## src/hdl/alu_params_pkg.sv

```systemverilog
// datapath widths only; ZSX_W and DBL_W follow ALU_W, so change ALU_W alone and keep it >= 2
package alu_params_pkg;

	// operand and result width of the integer datapath
	localparam int ALU_W = 32;

	// one extra msb for zero or sign extension of an operand
	// signed and unsigned then share one adder
	localparam int ZSX_W = ALU_W + 1;

	// double width, used when the high word of a result is asked for
	localparam int DBL_W = 2 * ALU_W;

	// ALU_W = 32 gives:
	//   ZSX_W = 33  extended operand
	//   DBL_W = 64  extended result, low word | high word
	//
	// the adder in alu_add_sub is ALU_W+2 wide.  that is one more bit than ZSX_W,
	// so sum and difference of two extended operands never overflow.
	// the high word of the double-width value is then only sign bits,
	// or the carry when the operation is unsigned

endpackage : alu_params_pkg

```

## src/hdl/alu_op_pkg.sv

```systemverilog
// 3-bit opcode space is fully named; only X/Z or a forced cast reaches the decoder's illegal arm
package alu_op_pkg;

	localparam int OP_W = 3;  // opcode field width

	// add/subtract path operations
	// X forms return the high word of the double-width value
	// CMP forms subtract, return the low word, flags carry the result
	typedef enum logic [OP_W-1:0] {
		OP_ADD   = 3'd0,  // low word of a+b
		OP_SUB   = 3'd1,  // low word of a-b
		OP_ADDXU = 3'd2,  // high word, unsigned a+b
		OP_ADDXS = 3'd3,  // high word, signed a+b
		OP_SUBXU = 3'd4,  // high word, unsigned a-b
		OP_SUBXS = 3'd5,  // high word, signed a-b
		OP_CMPU  = 3'd6,  // unsigned compare
		OP_CMPS  = 3'd7   // signed compare
	} alu_op_e;

	// bit patterns worth knowing:
	//   ext forms sit at 2..5
	//   signed forms have bit 0 set, except OP_SUB
	// the decoder uses a full case instead, so the codes can be moved
	// without touching the logic

	// sub strobe is set for OP_SUB, OP_SUBXU, OP_SUBXS, OP_CMPU, OP_CMPS
	// sgn strobe is set for OP_ADDXS, OP_SUBXS, OP_CMPS

endpackage : alu_op_pkg

```

## src/hdl/pipe.sv

```systemverilog
// DEPTH registers with async reset to RESET_VAL; DEPTH 0 is a plain wire and adds no cycle
module pipe #(
	parameter int unsigned          DEPTH     = 1,   // register stages, 0 = wire
	parameter int unsigned          WIDTH     = 8,   // data width
	parameter logic [WIDTH-1:0]     RESET_VAL = '0   // value after reset
) (
	input  logic                    clk_i,
	input  logic                    arst_n_i,       // async reset, active low
	input  logic [WIDTH-1:0]        data_i,
	output logic [WIDTH-1:0]        data_o
);

	generate
		if (DEPTH == 0) begin : g_wire
			// no stages, straight through
			assign data_o = data_i;
		end else begin : g_regs
			logic [WIDTH-1:0] stage_q [DEPTH];  // stage 0 nearest the input

			always_ff @(posedge clk_i or negedge arst_n_i) begin
				if (!arst_n_i) begin
					for (int i = 0; i < DEPTH; i++) begin
						stage_q[i] <= RESET_VAL;
					end
				end else begin
					stage_q[0] <= data_i;  // capture
					// shift along the chain
					for (int i = 1; i < DEPTH; i++) begin
						stage_q[i] <= stage_q[i-1];
					end
				end
			end

			assign data_o = stage_q[DEPTH-1];  // last stage drives out
		end
	endgenerate

endmodule : pipe

```

## src/hdl/alu_op_decode.sv

```systemverilog
// purely combinational, zero cycles; non-member codes (X, Z) decode as ADD and raise illegal_o
module alu_op_decode (
	input  alu_op_pkg::alu_op_e     op_i,       // operation
	output logic                    sgn_o,      // 1 = signed extension
	output logic                    sub_o,      // 1 = subtract, 0 = add
	output logic                    ext_o,      // 1 = high word of result
	output logic                    illegal_o   // opcode not a member of alu_op_e
);

	always_comb begin
		// ADD controls unless a case arm says otherwise
		sgn_o     = 1'b0;
		sub_o     = 1'b0;
		ext_o     = 1'b0;
		illegal_o = 1'b0;

		unique case (op_i)
			alu_op_pkg::OP_ADD: begin
				// plain low-word add, defaults stand
			end
			alu_op_pkg::OP_SUB: begin
				sub_o = 1'b1;  // low-word subtract
			end
			alu_op_pkg::OP_ADDXU: begin
				ext_o = 1'b1;  // carry out in high word
			end
			alu_op_pkg::OP_ADDXS: begin
				sgn_o = 1'b1;
				ext_o = 1'b1;  // sign bits in high word
			end
			alu_op_pkg::OP_SUBXU: begin
				sub_o = 1'b1;
				ext_o = 1'b1;  // borrow shows as all ones
			end
			alu_op_pkg::OP_SUBXS: begin
				sgn_o = 1'b1;
				sub_o = 1'b1;
				ext_o = 1'b1;
			end
			alu_op_pkg::OP_CMPU: begin
				sub_o = 1'b1;  // flags unsigned
			end
			alu_op_pkg::OP_CMPS: begin
				sgn_o = 1'b1;  // flags signed
				sub_o = 1'b1;
			end
			default: begin
				// X or out-of-range code keeps the ADD controls
				illegal_o = 1'b1;
			end
		endcase
	end

	// resulting control table
	//   op      sgn sub ext
	//   ADD      0   0   0
	//   SUB      0   1   0
	//   ADDXU    0   0   1
	//   ADDXS    1   0   1
	//   SUBXU    0   1   1
	//   SUBXS    1   1   1
	//   CMPU     0   1   0
	//   CMPS     1   1   0

endmodule : alu_op_decode

```

## src/hdl/alu_add_sub.sv

```systemverilog
// result after REGS_IN+REGS_MID+REGS_OUT edges, flags after REGS_IN+REGS_FLG; no overflow detect
module alu_add_sub #(
	parameter int unsigned REGS_IN  = 1,  // input register depth
	parameter int unsigned REGS_MID = 1,  // mid register depth
	parameter int unsigned REGS_OUT = 1,  // output register depth
	parameter int unsigned REGS_FLG = 1   // flag register depth
) (
	input  logic                              clk_i,
	input  logic                              arst_n_i,   // async reset, active low
	input  logic                              sgn_i,      // 1 = signed
	input  logic                              ext_i,      // 1 = high word
	input  logic                              sub_i,      // 1 = subtract
	input  logic [alu_params_pkg::ALU_W-1:0]  a_i,
	input  logic [alu_params_pkg::ALU_W-1:0]  b_i,
	output logic [alu_params_pkg::ALU_W-1:0]  result_o,   // a +/- b, low or high word
	output logic                              flg_ne_o,   // a != b
	output logic                              flg_lt_o    // a < b, under sgn rule
);

	localparam int ALU_W     = alu_params_pkg::ALU_W;
	localparam int ZSX_W     = alu_params_pkg::ZSX_W;
	localparam int DBL_W     = alu_params_pkg::DBL_W;
	localparam int ADD_SUB_W = ALU_W + 2;  // room for carry and sign

	logic                 sgn, sub, ext;         // after input stage
	logic [ALU_W-1:0]     a, b;
	logic [ZSX_W-1:0]     a_zsx, b_zsx;          // extended operands
	logic [ADD_SUB_W-1:0] ab_add, ab_sub;
	logic                 sub_m, ext_m;          // after mid stage
	logic [ADD_SUB_W-1:0] ab_add_m, ab_sub_m;
	logic [ADD_SUB_W-1:0] res_sel;               // chosen sum or difference
	logic [DBL_W-1:0]     res_dbl;               // sign extended to double width
	logic [ALU_W-1:0]     result;
	logic                 flg_ne, flg_lt;

	// controls and operands in
	pipe #(
		.DEPTH     (REGS_IN),
		.WIDTH     (3 + 2 * ALU_W),
		.RESET_VAL ('0)
	) u_in_regs (
		.clk_i    (clk_i),
		.arst_n_i (arst_n_i),
		.data_i   ({sub_i, ext_i, sgn_i, b_i, a_i}),
		.data_o   ({sub,   ext,   sgn,   b,   a  })
	);

	// extension bit is msb when signed, else zero
	assign a_zsx = {sgn & a[ALU_W-1], a};
	assign b_zsx = {sgn & b[ALU_W-1], b};

	// both results at once, one more bit than the operands
	assign ab_add = {a_zsx[ZSX_W-1], a_zsx} + {b_zsx[ZSX_W-1], b_zsx};
	assign ab_sub = {a_zsx[ZSX_W-1], a_zsx} - {b_zsx[ZSX_W-1], b_zsx};

	assign flg_ne = (a != b);
	assign flg_lt = ab_sub[ADD_SUB_W-1];  // sign of the extended difference

	// flags leave early, they skip mid and out
	pipe #(
		.DEPTH     (REGS_FLG),
		.WIDTH     (2),
		.RESET_VAL ('0)
	) u_flg_regs (
		.clk_i    (clk_i),
		.arst_n_i (arst_n_i),
		.data_i   ({flg_ne,   flg_lt  }),
		.data_o   ({flg_ne_o, flg_lt_o})
	);

	// break the adder from the muxes
	pipe #(
		.DEPTH     (REGS_MID),
		.WIDTH     (2 + 2 * ADD_SUB_W),
		.RESET_VAL ('0)
	) u_mid_regs (
		.clk_i    (clk_i),
		.arst_n_i (arst_n_i),
		.data_i   ({sub,   ext,   ab_sub,   ab_add  }),
		.data_o   ({sub_m, ext_m, ab_sub_m, ab_add_m})
	);

	// sum or difference
	always_comb begin
		unique case (sub_m)
			1'b1:    res_sel = ab_sub_m;
			default: res_sel = ab_add_m;
		endcase
	end

	// high word is all sign bits, or the carry when unsigned
	assign res_dbl = {{(DBL_W - ADD_SUB_W){res_sel[ADD_SUB_W-1]}}, res_sel};

	// low or high word
	always_comb begin
		unique case (ext_m)
			1'b1:    result = res_dbl[DBL_W-1:ALU_W];
			default: result = res_dbl[ALU_W-1:0];
		endcase
	end

	pipe #(
		.DEPTH     (REGS_OUT),
		.WIDTH     (ALU_W),
		.RESET_VAL ('0)
	) u_out_regs (
		.clk_i    (clk_i),
		.arst_n_i (arst_n_i),
		.data_i   (result),
		.data_o   (result_o)
	);

endmodule : alu_add_sub

```

## src/hdl/alu_core.sv

```systemverilog
// one op per clock, no handshake or back-pressure; illegal_o shares the flag latency
module alu_core #(
	parameter int unsigned REGS_IN  = 1,  // input register depth
	parameter int unsigned REGS_MID = 1,  // mid register depth
	parameter int unsigned REGS_OUT = 1,  // output register depth
	parameter int unsigned REGS_FLG = 1   // flag register depth
) (
	input  logic                              clk_i,
	input  logic                              arst_n_i,   // async reset, active low
	input  alu_op_pkg::alu_op_e               op_i,       // sampled every edge
	input  logic [alu_params_pkg::ALU_W-1:0]  a_i,
	input  logic [alu_params_pkg::ALU_W-1:0]  b_i,
	output logic [alu_params_pkg::ALU_W-1:0]  result_o,
	output logic                              flg_ne_o,
	output logic                              flg_lt_o,
	output logic                              illegal_o   // opcode was not decodable
);

	logic sgn, sub, ext, illegal;  // decoder strobes

	// combinational, same cycle as op_i
	alu_op_decode u_decode (
		.op_i      (op_i),
		.sgn_o     (sgn),
		.sub_o     (sub),
		.ext_o     (ext),
		.illegal_o (illegal)
	);

	alu_add_sub #(
		.REGS_IN  (REGS_IN),
		.REGS_MID (REGS_MID),
		.REGS_OUT (REGS_OUT),
		.REGS_FLG (REGS_FLG)
	) u_add_sub (
		.clk_i    (clk_i),
		.arst_n_i (arst_n_i),
		.sgn_i    (sgn),
		.ext_i    (ext),
		.sub_i    (sub),
		.a_i      (a_i),
		.b_i      (b_i),
		.result_o (result_o),
		.flg_ne_o (flg_ne_o),
		.flg_lt_o (flg_lt_o)
	);

	// illegal strobe follows the flag path
	pipe #(
		.DEPTH     (REGS_IN + REGS_FLG),
		.WIDTH     (1),
		.RESET_VAL (1'b0)
	) u_illegal_pipe (
		.clk_i    (clk_i),
		.arst_n_i (arst_n_i),
		.data_i   (illegal),
		.data_o   (illegal_o)
	);

endmodule : alu_core

```

## config.mk

```make
export PLATFORM = sky130hd
export DESIGN_NAME = alu_core
export DESIGN_NICKNAME = d
export VERILOG_FILES = /design/src/hdl/alu_params_pkg.sv /design/src/hdl/alu_op_pkg.sv /design/src/hdl/pipe.sv /design/src/hdl/alu_op_decode.sv /design/src/hdl/alu_add_sub.sv /design/src/hdl/alu_core.sv
export SDC_FILE = /design/constraint.sdc
export NUM_CORES = 1
export LEC_CHECK = 0
export ABC_AREA = 1
export ABC_CLOCK_PERIOD_IN_PS = 3450
export BUFFER_PORTS_ARGS = -buffer_cell sky130_fd_sc_hd__buf_2
export CAP_MARGIN = 30
export CORE_MARGIN = 2
export CORE_UTILIZATION = 30
export DETAILED_ROUTE_END_ITERATION = 10
export GPL_ROUTABILITY_DRIVEN = 0
export PLACE_DENSITY = 0.53
export SYNTH_ARGS = -nofsm -noshare
export SYNTH_HDL_FRONTEND = slang
export SYNTH_HIERARCHICAL = 1
export SYNTH_SLANG_ARGS = --single-unit
```

## constraint.sdc

```tcl
create_clock -name clk_i -period 3.45 [get_ports clk_i]
set_input_delay 0.345 -clock clk_i [delete_from_list [all_inputs] [get_ports clk_i]]
set_output_delay 0.345 -clock clk_i [all_outputs]
set_load 0.005 [all_outputs]
```

==> flow_metrics.tcl <==
set metrics [dict create \
    routed_wl_um 27420 \
    detail_route.iter0.violations 621 \
    design.die.area_um2 33110 \
    die_w_um 182.0 \
    clockBufferDepth 2 \
    p_sw_mw 1.757 \
    synth_most_common_cell "sky130_fd_sc_hd__nand2_1" \
    ant_nets 0 \
    critical_path_peak_fanout 7 \
    final_core_util 0.3664 \
    power_report.internal_total_mw 3.970 \
    irDropWorstVdd_mv 0.3125 \
    slew_headroom 0.4436 \
    rows 65 \
    finalHoldViolCount 0 \
    count_of_flip_flops_with_a_built_in_enable_after_synthesis 0 \
    insertion_delay_ns 0.44 \
    max_cap_violations 0 \
    die_h_um 182.0 \
    synthesis.instances 1197 \
    finClkSkew_ns 0.01535 \
    htreeDepth 4 \
    startpoint_type "flop" \
    synth_seq_cells 173 \
    final_layout_size_suffix_gt1_frac 0.1200 \
    p_sw_frac 0.3068 \
    power_frac_clock 0.369 \
    grt_setup_unrepaired "false" \
    cts-root-buf "sky130_fd_sc_hd__clkbuf_16" \
    detailedPlacementHpwl_um 21570 \
    post_synth_most_frequent_cells "sky130_fd_sc_hd__nand2_1 (301), sky130_fd_sc_hd__dfrtp_1 (173), sky130_fd_sc_hd__nor2_1 (156)" \
    grt_use_total 0.1709 \
    timing.critical_path.to_type "flop" \
    floorplan.io_pins 104 \
    grt_pass1_vias 8234 \
    tritoncts.num_buffers 17 \
    leakage_dissipation_nw 5.860 \
    global_route_wire_length_before_repair_um 43400 \
    timing.final.crit_period_ns 2.484 \
    synth_top_cell_area_share 0.4556 \
    category_of_the_most_critical_setup_path "reg -> reg" \
    num-nets-final 1474 \
    cts_tree "built" \
    post_cts.repair.setup_buffers 0 \
    seq_power_share 0.419 \
    synth.largest_area_cell "sky130_fd_sc_hd__dfrtp_1" \
    total_number_of_vias 8160 \
    grt_start_max_net_pins 79 \
    synth.yosys.warnings 6 \
    power.combinational.fraction 0.213 \
    hp-class "in -> reg" \
    core-area_um2 31390 \
    number_of_drc_violations_after_detailed_routing 0 \
    synthArstFlopShare 1.000 \
    port_buffers 103 \
    postSynthAreaPerCell_um2 7.938 \
    antenna_violations_before_repair 0 \
    status "complete, no violations" \
    antenna_cells 0 \
    dominantRegCellSynth "sky130_fd_sc_hd__dfrtp_1" \
    synth_fp_nets 1333 \
    detail_route.first_pass.iterations 5 \
    syn_area_um2 9502 \
    cts_num_sinks 173 \
    synthDistinctLibCells 37 \
    timing.critical_path.required_ns 3.74 \
    timing.setup.tns_ns 0 \
    synth_top_cells_by_area "sky130_fd_sc_hd__dfrtp_1 (46%), sky130_fd_sc_hd__nand2_1 (12%), sky130_fd_sc_hd__ha_1 (8.6%)" \
    clkTransAtPathRegs_ns 0.08 \
    min_period_over_period 0.7200 \
    synth.yosys.seq_area_share 0.4556 \
    initial_utilization 0.3027 \
    area.growth.synth_to_final_pct 21.07 \
    worstPathArrival_ns 2.77 \
    fmax_ghz 0.4026 \
    avgRoutedWirePerCell_um 15.65 \
    detail_route.vias_per_cell 4.658 \
    timing.final.max_slew_violations 0 \
    report.final.setup_viol 0 \
    worst_pin_slew_ns 0.8337 \
    overall_overflow_remaining_after_global_route 0 \
    power_density_nw_per_um2 497.8 \
]
critical path, cell delays in order (launching register included):
cell,delay [ns]
sky130_fd_sc_hd__dfrtp_1,0.39
sky130_fd_sc_hd__ha_1,0.42
sky130_fd_sc_hd__a21oi_1,0.38
sky130_fd_sc_hd__o21ai_0,0.27
sky130_fd_sc_hd__a21oi_1,0.31
sky130_fd_sc_hd__nor2_1,0.08
sky130_fd_sc_hd__nor2_1,0.20
sky130_fd_sc_hd__nand2_1,0.09
sky130_fd_sc_hd__nand2_1,0.06
sky130_fd_sc_hd__nand2_1,0.12
cells by family (layout without fill, tap and decap cells):
kind of cell	count (synthesis)	after routing	share of synthesized area
DFF	173	173	0.4556
and+or+nand+nor	556	556	0.2394
xor gates and xnor gates	36	36	0.03318
other	1	1	0.0003947
buffers and inverters	183	336	0.07927
adders and majority gates	67	67	0.08981
AOI/OAI and AO/OA	181	181	0.1023
power groups by stage:
stage	sequential, mW	combinational (mW)	clock (mW)
3_5_place_dp	2.44	1.16	0
3_3_place_gp	2.44	1.15	0
5_1_grt	2.43	1.36	2.26
4_1_cts	2.40	1.20	2.16
6_report	2.40	1.22	2.11
2_1_floorplan	2.42	0.710	0
state kept, by name (all words and copies together) (netlist names):
signal	count
u_add_sub/u_mid_regs/data_o	70
u_illegal_pipe/data_o	1
u_add_sub/u_in_regs/data_o	67
u_add_sub/u_flg_regs/data_o	2
u_illegal_pipe/g_regs.stage_q	1
u_add_sub/u_out_regs/data_o	32
area by class of cell:
class | instances | area, µm²
Clock buffer | 18 | 439.2
Clock inverter | 13 | 201.4
Fill cell | 3295 | 19890
Inverter | 149 | 559.3
Multi-Input combinational cell | 841 | 4419
Sequential cell | 173 | 4329
Tap cell | 402 | 503.0
Timing Repair Buffer | 156 | 1052
routing by layer:
layer,track usage,part of all wire,vias to the layer above,wire length [µm]
li1,-,-,4043,-
met5,0,0,-,0
met2,0.2636,0.43,276,11810
met1,0.2379,0.49,3793,13320
met4,0.06548,0.029,0,807
met3,0.03229,0.054,48,1486
per-stage QoR:
| stage | power (mW) | instances | setup WS [ns] | hold slack (ns) | area, µm² |
|---|---|---|---|---|---|
| after global placement | 3.593 | 1673 | 1.176 | 0.3337 | 10380 |
| after CTS | 5.764 | 1751 | 1.144 | 0.0008071 | 11490 |
| final | 5.726 | 1752 | 0.9658 | 0.01760 | 11500 |
| after detailed placement | 3.596 | 1673 | 1.166 | 0.3364 | 10380 |
| after floorplan | 3.129 | 1197 | 1.626 | 0.04941 | 9502 |
| after global routing | 6.051 | 1752 | 0.9389 | 0.0001738 | 11500 |
cell usage in the layout (no fill, tap or decap), types with 3 or more instances in the layout:
cell type	netlist	layout
sky130_fd_sc_hd__a21o_1	4	4
sky130_fd_sc_hd__a21oi_1	59	59
sky130_fd_sc_hd__a21oi_2	3	3
sky130_fd_sc_hd__a31oi_1	3	3
sky130_fd_sc_hd__buf_2	10	102
sky130_fd_sc_hd__buf_4	8	4
sky130_fd_sc_hd__bufinv_16	0	4
sky130_fd_sc_hd__clkbuf_16	0	17
sky130_fd_sc_hd__dfrtp_1	173	173
sky130_fd_sc_hd__dlygate4sd3_1	0	48
sky130_fd_sc_hd__ha_1	65	65
sky130_fd_sc_hd__inv_1	146	146
sky130_fd_sc_hd__inv_2	3	3
sky130_fd_sc_hd__inv_6	0	3
sky130_fd_sc_hd__nand2_1	301	301
sky130_fd_sc_hd__nand2_2	6	6
sky130_fd_sc_hd__nand3_1	54	54
sky130_fd_sc_hd__nand3_2	5	5
sky130_fd_sc_hd__nand4_1	9	9
sky130_fd_sc_hd__nor2_1	156	156
sky130_fd_sc_hd__nor2_2	5	5
sky130_fd_sc_hd__nor3_1	11	11
sky130_fd_sc_hd__nor4_1	3	3
sky130_fd_sc_hd__o21ai_0	85	84
sky130_fd_sc_hd__o21ai_1	10	11
sky130_fd_sc_hd__o21bai_1	13	13
sky130_fd_sc_hd__xnor2_1	3	3
sky130_fd_sc_hd__xor2_1	33	33
repair_timing:
item / 4_1_cts / 5_1_grt
setup endpoints to repair: 0 / 0
hold buffers: 47 / 1
resized for setup: 0 / 0
hold endpoints to repair: 104 / 1
final timing paths:
kind	cells past startpoint	startpoint	to	slack, ns
min in group asynchronous	2	arst_n_i	u_add_sub/u_out_regs/data_o[0]$_DFF_PN0_	0.44
min reg2reg	0	u_illegal_pipe/g_regs.stage_q[1]$_DFF_PN0_	u_illegal_pipe/data_o$_DFF_PN0_	0.35
max reg2reg	9	u_add_sub/u_in_regs/data_o[13]$_DFF_PN0_	u_add_sub/u_mid_regs/data_o[60]$_DFF_PN0_	0.97
min	1	a_i[28]	u_add_sub/u_in_regs/data_o[28]$_DFF_PN0_	0.02
max	9	u_add_sub/u_in_regs/data_o[13]$_DFF_PN0_	u_add_sub/u_mid_regs/data_o[60]$_DFF_PN0_	0.97
max in group asynchronous	3	arst_n_i	u_add_sub/u_in_regs/data_o[8]$_DFF_PN0_	2.13
No activity file was read; power rests on OpenSTA's default activity.
